===== config.mk =====
export PLATFORM = sky130hd
export DESIGN_NAME = memTop
export DESIGN_NICKNAME = d
export VERILOG_FILES = /design/src/memPkg.sv /design/src/memTop.sv /design/src/instQueue.sv /design/src/fetchUnit.sv /design/src/memCtrl.sv
export SDC_FILE = /design/constraint.sdc
export NUM_CORES = 1
export LEC_CHECK = 0
export ABC_CLOCK_PERIOD_IN_PS = 4700
export BUFFER_PORTS_ARGS = -buffer_cell sky130_fd_sc_hd__buf_2
export CELL_PAD_IN_SITES_DETAIL_PLACEMENT = 1
export CELL_PAD_IN_SITES_GLOBAL_PLACEMENT = 1
export CORE_ASPECT_RATIO = 0.5
export CORE_MARGIN = 1.5
export CORE_UTILIZATION = 45
export CTS_BUF_LIST = sky130_fd_sc_hd__clkbuf_2 sky130_fd_sc_hd__clkbuf_4 sky130_fd_sc_hd__clkbuf_8
export DETAILED_ROUTE_END_ITERATION = 8
export PLACE_DENSITY = 0.75
export SLEW_MARGIN = 20
export SYNTH_ARGS = -nofsm -noshare
export SYNTH_HDL_FRONTEND = slang
export SYNTH_HIERARCHICAL = 1
export SYNTH_SLANG_ARGS = --single-unit

===== constraint.sdc =====
create_clock -name clk -period 4.7 [get_ports clk]
set_clock_uncertainty 0.15 [all_clocks]
set_input_delay 0.235 -clock clk [delete_from_list [all_inputs] [get_ports clk]]
set_output_delay 0.235 -clock clk [all_outputs]
set_load 0.005 [all_outputs]

===== src/memPkg.sv =====
package memPkg;

    // bus widths
    localparam int AddrWidth = 32;
    localparam int DataWidth = 32;
    localparam int ByteWidth = 8;

    // bytes in one word or instruction
    localparam int WordBytes = DataWidth / ByteWidth;

    // byte stage counter runs 0..WordBytes
    localparam int StageWidth = 3;

    // instruction queue, depth must be a power of two
    localparam int QueueDepth = 4;
    localparam int QueuePtrWidth = $clog2(QueueDepth);
    localparam int QueueCntWidth = QueuePtrWidth + 1;

    typedef enum logic {
        cmdLoad,
        cmdStore
    } memCmd;

    typedef enum logic [2:0] {
        stIdle,
        stFetch,
        stLoad,
        stStore,
        stDone
    } ctrlState;

    // encoded as the byte count itself
    typedef enum logic [StageWidth-1:0] {
        len1 = 3'd1,
        len2 = 3'd2,
        len4 = 3'd4
    } accessLen;

    // data port, en is a level held until done
    typedef struct packed {
        logic                 en;
        memCmd                cmd;
        accessLen             len;
        logic [AddrWidth-1:0] addr;
        logic [DataWidth-1:0] wdata;
    } dataReq;

    typedef struct packed {
        logic                 done;
        logic [DataWidth-1:0] rdata;
    } dataRsp;

    typedef struct packed {
        logic                 en;
        logic [AddrWidth-1:0] addr;
    } fetchReq;

    typedef struct packed {
        logic                 done;
        logic [DataWidth-1:0] inst;
    } fetchRsp;

    // rw high means write
    typedef struct packed {
        logic                 rw;
        logic [AddrWidth-1:0] addr;
        logic [ByteWidth-1:0] wdata;
    } ramBus;

    typedef struct packed {
        logic [AddrWidth-1:0] pc;
        logic [DataWidth-1:0] inst;
    } instEntry;

endpackage

===== src/memTop.sv =====
`timescale 1ns/1ps

module memTop (
    input  logic                          clk,
    input  logic                          rst,
    input  logic                          rdy,
    input  logic                          ioFull,
    input  memPkg::dataReq                dataIn,
    output memPkg::dataRsp                dataOut,
    output memPkg::ramBus                 ram,
    input  logic [memPkg::ByteWidth-1:0]  ramRdata,
    input  logic                          jumpEn,
    input  logic [memPkg::AddrWidth-1:0]  jumpPc,
    input  logic                          issuePop,
    output logic                          issueValid,
    output memPkg::instEntry              issueEntry
);
    import memPkg::*;

    fetchReq  fetchRequest;
    fetchRsp  fetchResponse;
    instEntry pushEntry;
    logic     push;
    logic     queueFull;

    fetchUnit fetchUnit0 (
        .clk       (clk),
        .rst       (rst),
        .jumpEn    (jumpEn),
        .jumpPc    (jumpPc),
        .queueFull (queueFull),
        .fetchOut  (fetchRequest),
        .fetchIn   (fetchResponse),
        .push      (push),
        .pushEntry (pushEntry)
    );

    // a jump flushes whatever was fetched down the old path
    instQueue instQueue0 (
        .clk        (clk),
        .rst        (rst),
        .flush      (jumpEn),
        .push       (push),
        .pushEntry  (pushEntry),
        .pop        (issuePop),
        .full       (queueFull),
        .issueValid (issueValid),
        .issueEntry (issueEntry)
    );

    memCtrl memCtrl0 (
        .clk      (clk),
        .rst      (rst),
        .rdy      (rdy),
        .ioFull   (ioFull),
        .dataIn   (dataIn),
        .dataOut  (dataOut),
        .fetchIn  (fetchRequest),
        .fetchOut (fetchResponse),
        .ram      (ram),
        .ramRdata (ramRdata)
    );

endmodule


===== src/instQueue.sv =====
`timescale 1ns/1ps

module instQueue (
    input  logic             clk,
    input  logic             rst,
    input  logic             flush,
    input  logic             push,
    input  memPkg::instEntry pushEntry,
    input  logic             pop,
    output logic             full,
    output logic             issueValid,
    output memPkg::instEntry issueEntry
);
    import memPkg::*;

    instEntry                 entries [QueueDepth];
    logic [QueuePtrWidth-1:0] rdPtr;
    logic [QueuePtrWidth-1:0] wrPtr;
    logic [QueueCntWidth-1:0] count;
    logic                     doPush;
    logic                     doPop;

    assign full       = count == QueueCntWidth'(QueueDepth);
    assign issueValid = count != '0;
    assign doPush     = push && !full;
    assign doPop      = pop && issueValid;
    assign issueEntry = entries[rdPtr];

    always_ff @(posedge clk) begin
        if (rst || flush) begin
            rdPtr <= '0;
            wrPtr <= '0;
            count <= '0;
        end else begin
            if (doPush) begin
                wrPtr <= wrPtr + 1'b1;
            end
            if (doPop) begin
                rdPtr <= rdPtr + 1'b1;
            end
            case ({doPush, doPop})
                2'b10:   count <= count + 1'b1;
                2'b01:   count <= count - 1'b1;
                default: count <= count;
            endcase
        end
    end

    always_ff @(posedge clk) begin
        if (doPush) begin
            entries[wrPtr] <= pushEntry;
        end
    end

    // fetch side must respect back-pressure
    assert property (@(posedge clk) disable iff (rst)
        push |-> !full);

endmodule


===== src/fetchUnit.sv =====
`timescale 1ns/1ps

module fetchUnit (
    input  logic                          clk,
    input  logic                          rst,
    input  logic                          jumpEn,
    input  logic [memPkg::AddrWidth-1:0]  jumpPc,
    input  logic                          queueFull,
    output memPkg::fetchReq               fetchOut,
    input  memPkg::fetchRsp               fetchIn,
    output logic                          push,
    output memPkg::instEntry              pushEntry
);
    import memPkg::*;

    // next address to fetch
    logic [AddrWidth-1:0] pc;
    // address of the fetch in flight
    logic [AddrWidth-1:0] reqPc;
    logic                 busy;
    logic                 stale;

    assign fetchOut.en   = busy;
    assign fetchOut.addr = reqPc;

    // drop results of a fetch that a jump overtook
    assign push = fetchIn.done && busy && !stale && !jumpEn;

    assign pushEntry.pc   = reqPc;
    assign pushEntry.inst = fetchIn.inst;

    always_ff @(posedge clk) begin
        if (rst) begin
            pc    <= '0;
            busy  <= 1'b0;
            stale <= 1'b0;
        end else begin
            if (fetchIn.done) begin
                busy  <= 1'b0;
                stale <= 1'b0;
                if (!stale) begin
                    pc <= pc + AddrWidth'(WordBytes);
                end
            end else if (!busy && !queueFull && !jumpEn) begin
                busy <= 1'b1;
            end

            // jump overrides the pc update above
            if (jumpEn) begin
                pc <= jumpPc;
                if (busy && !fetchIn.done) begin
                    stale <= 1'b1;
                end
            end
        end
    end

    // captured as the request goes out, stable while busy
    always_ff @(posedge clk) begin
        if (!busy) begin
            reqPc <= pc;
        end
    end

endmodule


===== src/memCtrl.sv =====
`timescale 1ns/1ps

module memCtrl (
    input  logic                          clk,
    input  logic                          rst,
    input  logic                          rdy,
    input  logic                          ioFull,
    input  memPkg::dataReq                dataIn,
    output memPkg::dataRsp                dataOut,
    input  memPkg::fetchReq               fetchIn,
    output memPkg::fetchRsp               fetchOut,
    output memPkg::ramBus                 ram,
    input  logic [memPkg::ByteWidth-1:0]  ramRdata
);
    import memPkg::*;

    ctrlState              state;
    logic [StageWidth-1:0] stage;

    // latched request
    logic [AddrWidth-1:0]  baseAddr;
    accessLen              lenReg;
    // store data or load assembly
    logic [DataWidth-1:0]  wordBuf;

    logic                  hold;
    logic [StageWidth-1:0] lenBytes;
    logic [StageWidth-1:0] byteSel;
    logic [StageWidth-1:0] addrStage;
    logic [DataWidth-1:0]  loadWord;
    logic                  lastRead;
    logic                  lastWrite;

    assign hold     = !rdy || ioFull;
    assign lenBytes = lenReg;
    assign byteSel  = stage - 1'b1;

    // while held, put the previous byte address back on the bus
    // so the byte seen on resume is the one the stage expects
    assign addrStage = (hold && stage != '0) ? byteSel : stage;

    // byte stage-1 arrives now, merged little-endian into the buffer
    assign loadWord = wordBuf | (DataWidth'(ramRdata) << (ByteWidth * byteSel));

    assign lastRead  = stage == lenBytes;
    assign lastWrite = stage == lenBytes - 1'b1;

    always_comb begin
        ram.rw    = (state == stStore) && !hold;
        ram.addr  = baseAddr + AddrWidth'(addrStage);
        ram.wdata = ByteWidth'(wordBuf >> (ByteWidth * stage));
    end

    always_comb begin
        dataOut.done   = !hold && ((state == stLoad && lastRead) ||
                                   (state == stStore && lastWrite));
        dataOut.rdata  = loadWord;
        fetchOut.done  = !hold && state == stFetch && lastRead;
        fetchOut.inst  = loadWord;
    end

    always_ff @(posedge clk) begin
        if (rst) begin
            state <= stIdle;
            stage <= '0;
        end else if (!hold) begin
            case (state)
                stIdle: begin
                    // data port first
                    if (dataIn.en) begin
                        state <= (dataIn.cmd == cmdStore) ? stStore : stLoad;
                        stage <= '0;
                    end else if (fetchIn.en) begin
                        state <= stFetch;
                        stage <= '0;
                    end
                end
                stLoad, stFetch: begin
                    if (lastRead) begin
                        state <= stDone;
                    end else begin
                        stage <= stage + 1'b1;
                    end
                end
                stStore: begin
                    if (lastWrite) begin
                        state <= stDone;
                    end else begin
                        stage <= stage + 1'b1;
                    end
                end
                stDone: begin
                    state <= stIdle;
                end
                default: begin
                    state <= stIdle;
                end
            endcase
        end
    end

    always_ff @(posedge clk) begin
        if (!hold) begin
            if (state == stIdle) begin
                if (dataIn.en) begin
                    baseAddr <= dataIn.addr;
                    lenReg   <= dataIn.len;
                    wordBuf  <= (dataIn.cmd == cmdStore) ? dataIn.wdata : '0;
                end else if (fetchIn.en) begin
                    baseAddr <= fetchIn.addr;
                    lenReg   <= len4;
                    wordBuf  <= '0;
                end
            end else if ((state == stLoad || state == stFetch) && stage != '0) begin
                wordBuf <= loadWord;
            end
        end
    end

    // write strobe stays inside the latched store burst
    assert property (@(posedge clk) disable iff (rst)
        ram.rw |-> state == stStore && stage < lenBytes);

    assert property (@(posedge clk) disable iff (rst)
        dataOut.done |=> !dataOut.done);

    assert property (@(posedge clk) disable iff (rst)
        fetchOut.done |=> !fetchOut.done);

    // a held cycle leaves the sequencer exactly where it was
    assert property (@(posedge clk) disable iff (rst)
        hold |=> $stable(state) && $stable(stage));

endmodule


==> flow_metrics.tcl, run 1 <==
set metrics [dict create \
    dp_hpwl_um 32300 \
    clk_latency_ns 0.61 \
    finalCriticalPeriod_ns 4.38 \
    synthAdderAreaFrac 0.0113 \
    vias 11600 \
    track_usage 0.247 \
    final_core_util 0.555 \
    synth_compound_area_frac 0.0506 \
    critPathRequiredTime_ns 4.32 \
    fmax_mhz 228 \
    drv_cap 0 \
    holdWs_ns 0.0464 \
    die_y_um 144 \
    fin_crit_sh 0.933 \
    multi_input_area_um2 5090 \
    clkPwrFrac 0.382 \
    overflow 0 \
    die_x_um 285 \
    start_util 0.458 \
    ant_nets 0 \
    clock_sinks 404 \
    cts_tree "yes" \
    synth_seq_area_share 0.650 \
    synthFlopType "edfxtp_1" \
    leakagePower_nw 7.76 \
    clockRootBuffer "clkbuf_8" \
    critical_path_arrival_ns 4.00 \
    final_max_slew_viol_count 0 \
    synth_area_um2 17900 \
    peakVddDrop_v 0.000181 \
    htree_levels 2 \
    dp.cells 1862 \
    maxSlewHeadroom 0.265 \
    p_comb_frac 0.070 \
    via_per_inst 5.53 \
    cts_inserted_buffers 56 \
    synth-seq-cells 404 \
    seq_area_um2 11600 \
    antenna_found_initial 2 \
    gp_congestion 0.835 \
    synth_top_family_by_area "multiplexers" \
    synth_cell_types 68 \
    layout-area-overhead-vs-synth_pct 21.0 \
    hold_class "primary input to flip-flop" \
    drive_gt1_frac 0.319 \
    drt_pass1_iterations 5 \
    pre_cts_ws_ns 0.971 \
    yosysWarnings 6 \
    synth_cells 1206 \
    clk_pin_slew_ns 0.07 \
    yosys.area_share.simple 0.0802 \
    nFillCells 3866 \
    synth_nets 1336 \
    switching_power_mw 1.75 \
    grt_start_max_net_pins 65 \
    grt_pass1_vias 12600 \
    powerDensity_nw_per_um2 348 \
    p_seq_frac 0.548 \
    core_um2 39100 \
    worstSetupPathType "flip-flop to primary output" \
    clock_path_buffers 3 \
    io_buffers 253 \
    swShare 0.231 \
    synthArstFlopShare 0 \
    outcome "completed" \
    routed_wl_um 51200 \
    hold_viol_final 0 \
    crit_path_max_fanout 7 \
    intPower_mw 5.80 \
    cp-end-kind "primary output" \
    fin_setup_tns_ns 0 \
    drt_iter0_drc 760 \
    worstSetupStartpointType "flip-flop" \
    synth_edf_count 355 \
    fin_nets 1659 \
    io_pins 254 \
    tightest_slew_ns 1.10 \
    finalNonFillerCells 2106 \
    finalSetupViolations 0 \
    rows 51 \
    grt_pass1_wl_um 75900 \
    layout_setup_ws_ns 0.315 \
    rsz0062_at_grt "no" \
    syn_avg_cell_area_um2 14.8 \
    synth.mux.area_fraction 0.113 \
    detail_route.wl_per_cell_um 24.3 \
    fp.dieArea_um2 41100 \
    synth-xor-area-share 0.0273 \
    drc_errors 0 \
]
cell families after synthesis:
| family | after synthesis |
|---|---|
| xor gates and xnor gates | 54 |
| AOI/OAI and AO/OA | 142 |
| adders and majority gates | 15 |
| DFF | 404 |
| muxes | 108 |
| and+or+nand+nor | 272 |
| buffers and inverters | 211 |
critical path: stages (launching register included):
cell and delay (ns):
dfxtp_1 0.31, inv_1 0.14, ha_1 0.20, inv_1 0.06, o21ai_0 0.34, xnor2_1 0.18
ha_1 0.21, inv_1 0.06, fa_1 0.39, nor2b_1 0.13, o21a_1 0.35, nand3_1 0.34
nor4_1 0.37, xnor2_1 0.17, buf_2 0.14
timing repair:
action	CTS	global route
hold buffers	139	0
gates resized for setup	0	1
endpoints found under the setup margin	0	1
setup buffers	0	0
endpoints found under the hold margin	216	0
cells in the mapped netlist (all sizes together) (4+ instances only):
cell / count / area (µm²)
nand3: 27 / 135
xor2: 19 / 166
xnor2: 34 / 298
a2111oi: 7 / 62.6
dfxtp: 49 / 981
nor2: 52 / 195
edfxtp: 355 / 10700
o31ai: 6 / 50.1
and4: 8 / 70.1
nor4: 9 / 62.6
mux2i: 4 / 40.0
a211oi: 12 / 90.1
nor2b: 5 / 31.3
a311oi: 13 / 114
a21oi: 44 / 220
clkbuf: 29 / 109
and2: 20 / 128
and3: 10 / 67.6
o21ai: 40 / 200
inv: 64 / 240
mux2: 32 / 360
nor3: 19 / 105
or3: 7 / 51.3
mux4: 72 / 1620
buf: 118 / 860
nand4: 17 / 113
or2: 5 / 31.3
or4: 8 / 63.8
a31oi: 4 / 25.0
nand2: 70 / 263
ha: 13 / 163
per-stage QoR:
stage               power, mW  area, µm²
floorplan                4.45      17900
global placement         4.57      19100
detailed placement       4.60      19100
CTS                      7.53      21700
global route             7.78      21700
finish                   7.54      21700
layout by cell type, fill, tap and decap left out, drive strengths merged, types with 3 or more instances in the layout:
cell type,n
nand3,27
mux2,32
dlygate4sd3,139
o21ai,40
edfxtp,355
o31ai,6
ha,13
or3,7
mux2i,4
and2,20
and3,10
a311oi,13
a2111oi,7
inv,64
and4,8
diode,3
a211oi,12
a31oi,4
mux4,72
nor4b,3
nand2,70
buf,273
clkbuf,88
dfxtp,49
a21oi,44
nand4,17
clkinv,10
or2,5
nor2,52
xnor2,34
xor2,19
nor3,19
nor4,9
or4,8
nand2b,3
nand4b,3
nor2b,5
power groups by stage:
| stage | clock [mW] | combinational (mW) | sequential [mW] |
|---|---|---|---|
| 6_report | 2.88 | 0.530 | 4.13 |
| 3_3_place_gp | 0 | 0.380 | 4.19 |
| 3_5_place_dp | 0 | 0.397 | 4.20 |
| 4_1_cts | 2.89 | 0.516 | 4.13 |
| 2_1_floorplan | 0 | 0.309 | 4.14 |
| 5_1_grt | 3.07 | 0.569 | 4.14 |
cell type report:
type / instances / share of cell area
Antenna cell: 3 / 0.000346
Clock buffer: 88 / 0.0481
Clock inverter: 14 / 0.00560
Inverter: 64 / 0.0111
Multi-Input combinational cell: 591 / 0.235
Sequential cell: 404 / 0.538
Tap cell: 530 / 0.0306
Timing Repair Buffer: 412 / 0.132
registers in the layout, summed over array words and instances, names as in the netlist, 2 cells and up, named ones only:
register and flops:
instQueue0/entries 256, fetchUnit0/pc 32, fetchUnit0/reqPc 32, memCtrl0/baseAddr 32
memCtrl0/wordBuf 32, instQueue0/count 3, memCtrl0/lenBytes 3, memCtrl0/stage 3
memCtrl0/state 3, instQueue0/rdPtr 2, instQueue0/wrPtr 2
path summary, 6_finish.rpt:
check | depth (start not counted) | slack [ns] | endpoint | start
hold reg to reg | 0 | 0.30 | fetchUnit0/reqPc[1] | fetchUnit0/pc[1]
setup reg to reg | 16 | 0.94 | instQueue0/count[2] | memCtrl0/stage[0]
setup / recovery | 14 | 0.32 | ram[38] | memCtrl0/stage[0]
hold / removal | 3 | 0.05 | fetchUnit0/pc[4] | jumpEn
per-layer routing:
layer  share of wire  routed length [µm]  track usage  vias to the layer above
li1                -                   -            -                     5127
met1            0.40               20500        0.301                     6025
met2            0.52               26600        0.440                      375
met3           0.045                2280       0.0375                      111
met4           0.036                1830        0.107                        0
met5               0                   0            0                        -
Power figures use the tool's default switching activity.
==> run 2, diff against run 1 <==
--- a/config.mk
+++ b/config.mk
@@ -6,7 +6,7 @@
 export NUM_CORES = 1
 export LEC_CHECK = 0
 export ABC_CLOCK_PERIOD_IN_PS = 4700
-export BUFFER_PORTS_ARGS = -buffer_cell sky130_fd_sc_hd__buf_2
+export BUFFER_PORTS_ARGS = -buffer_cell sky130_fd_sc_hd__clkbuf_2
 export CELL_PAD_IN_SITES_DETAIL_PLACEMENT = 1
 export CELL_PAD_IN_SITES_GLOBAL_PLACEMENT = 1
 export CORE_ASPECT_RATIO = 0.5
==> flow_metrics.tcl, run 2 (same netlist as run 1, synthesis figures left out) <==
set metrics [dict create \
    rrSetupSlack_ns 0.98 \
    track_usage 0.243 \
    fp.dieArea_um2 41100 \
    layout_common_cells "edfxtp_1, clkbuf_2, dlygate4sd3_1, mux4_2, nand2_1" \
    critPathRequiredTime_ns 4.32 \
    leakagePower_nw 7.95 \
    clock_path_buffers 3 \
    antenna_found_initial 2 \
    cts_inserted_buffers 58 \
    clk_pin_slew_ns 0.06 \
    start_util 0.458 \
    powerDensity_nw_per_um2 348 \
    gp_congestion 0.792 \
    hold_class "primary input to flip-flop" \
    finalSetupViolations 0 \
    fin_nets 1681 \
    core_um2 39100 \
    drive_gt1_frac 0.316 \
    io_buffers 253 \
    critical_path_arrival_ns 3.92 \
    crit_top_cell "inv_1" \
    top_usage_layer "met2" \
    dp.cells 1868 \
    io_pins 254 \
    worstSetupStartpointType "flip-flop" \
    htree_levels 2 \
    overflow 0 \
    layout-area-overhead-vs-synth_pct 22.4 \
    outcome "completed" \
    fin_crit_sh 0.916 \
    peakVddDrop_v 0.000233 \
    die_x_um 285 \
    fin_setup_tns_ns 0 \
    use_met3 0.0388 \
    cp_num_buf_inv 4 \
    drt_pass1_iterations 5 \
    fmax_mhz 232 \
    clock_sinks 404 \
    grt_start_max_net_pins 65 \
    tightest_slew_ns 1.09 \
    rows 51 \
    path_cells "inv_1 -> ha_1 -> inv_1 -> o21ai_0 -> xnor2_1 -> ha_1 -> inv_1 -> fa_1 -> nor2b_1 -> o21a_1 -> nand3_2 -> nor3_1 -> xor2_1 -> clkbuf_2" \
    dp_hpwl_um 32400 \
    via_per_inst 5.46 \
    grtUsageMet2 0.437 \
    final_common_cell "edfxtp_1" \
    power_mw 7.63 \
    crit_path_max_fanout 7 \
    critical_path.max_stage_delay_ns 0.40 \
    crit_family "adder cells" \
    ant_nets 0 \
    grt_pass1_wl_um 75200 \
    finalNonFillerCells 2134 \
    clockRootBuffer "clkbuf_8" \
    use_met1 0.292 \
    place_area_um2 19100 \
    rsz0062_at_grt "no" \
    finalCriticalPeriod_ns 4.30 \
    regMostFlops "instQueue0/entries" \
    final_core_util 0.561 \
    slowest_stage "fa_1" \
    drc_errors 0 \
    cts_tree "yes" \
    cp-end-kind "primary output" \
    hold_viol_final 0 \
    largest_reg_flops 256 \
    grt_pass1_vias 12700 \
    detail_route.wl_per_cell_um 23.7 \
    final_area_um2 21900 \
    clk_latency_ns 0.61 \
    worstSetupPathType "flip-flop to primary output" \
    drv_cap 0 \
    die_y_um 144 \
    maxSlewHeadroom 0.274 \
    routed_wl_um 50500 \
    vias 11700 \
    drt_iter0_drc 796 \
    final_max_slew_viol_count 0 \
]
## run 2: changes by cell type in the layout (fill, tap and decap cells not counted), moves of 2 or more
cell,previous run,this run
clkinvlp_4,2,0
clkbuf_4,27,21
clkbuf_2,0,253
dlygate4sd3_1,139,153
clkinv_1,3,13
buf_4,16,22
buf_2,253,0
clkbuf_8,61,64
## run 2: final timing paths
kind / startpoint / end / cells after the start
hold / removal: ioFull / memCtrl0/state[2] / 3
setup reg to reg: memCtrl0/stage[0] / instQueue0/count[2] / 16
hold reg to reg: fetchUnit0/pc[0] / fetchUnit0/reqPc[0] / 0
setup / recovery: memCtrl0/stage[0] / ram[36] / 14
## run 2: cell type report
type | count | area (µm²)
Multi-Input combinational cell | 591 | 5100
Clock inverter | 24 | 179
Sequential cell | 404 | 11600
Antenna cell | 4 | 10.0
Timing Repair Buffer | 432 | 3040
Fill cell | 3931 | 17100
Clock buffer | 85 | 1040
Tap cell | 530 | 663
Inverter | 64 | 240
## run 2: report_power, final
part           switching, mW  total (mW)  internal [mW]
clock network           1.38        2.96           1.58
registers              0.112        4.13           4.02
logic                  0.271       0.540          0.269
## run 2: what timing repair did
action / 4_1_cts / 5_1_grt
setup endpoints to repair: 0 / 1
hold buffers: 153 / 0
buffers inserted: 0 / 0
endpoints found under the hold margin: 216 / 0
gates resized for setup: 0 / 2
## run 2: routing by layer
| layer | vias to the layer above | wire [µm] |
|---|---|---|
| met3 | 120 | 2310 |
| li1 | 5191 | - |
| met1 | 5964 | 20100 |
| met5 | - | 0 |
| met2 | 378 | 26000 |
| met4 | 0 | 2130 |
## run 2: metrics by stage
step,worst slack [ns],hold slack (ns)
2_1_floorplan,0.728,0.157
3_3_place_gp,1.17,0.274
3_5_place_dp,1.03,0.272
4_1_cts,0.318,0.0161
5_1_grt,0.149,0.0285
6_report,0.396,0.0395
## run 2: tightest hold or removal path, stage by stage
cell and delay (ns):
clkbuf_2 0.07, nand2b_1 0.26, a32o_1 0.20
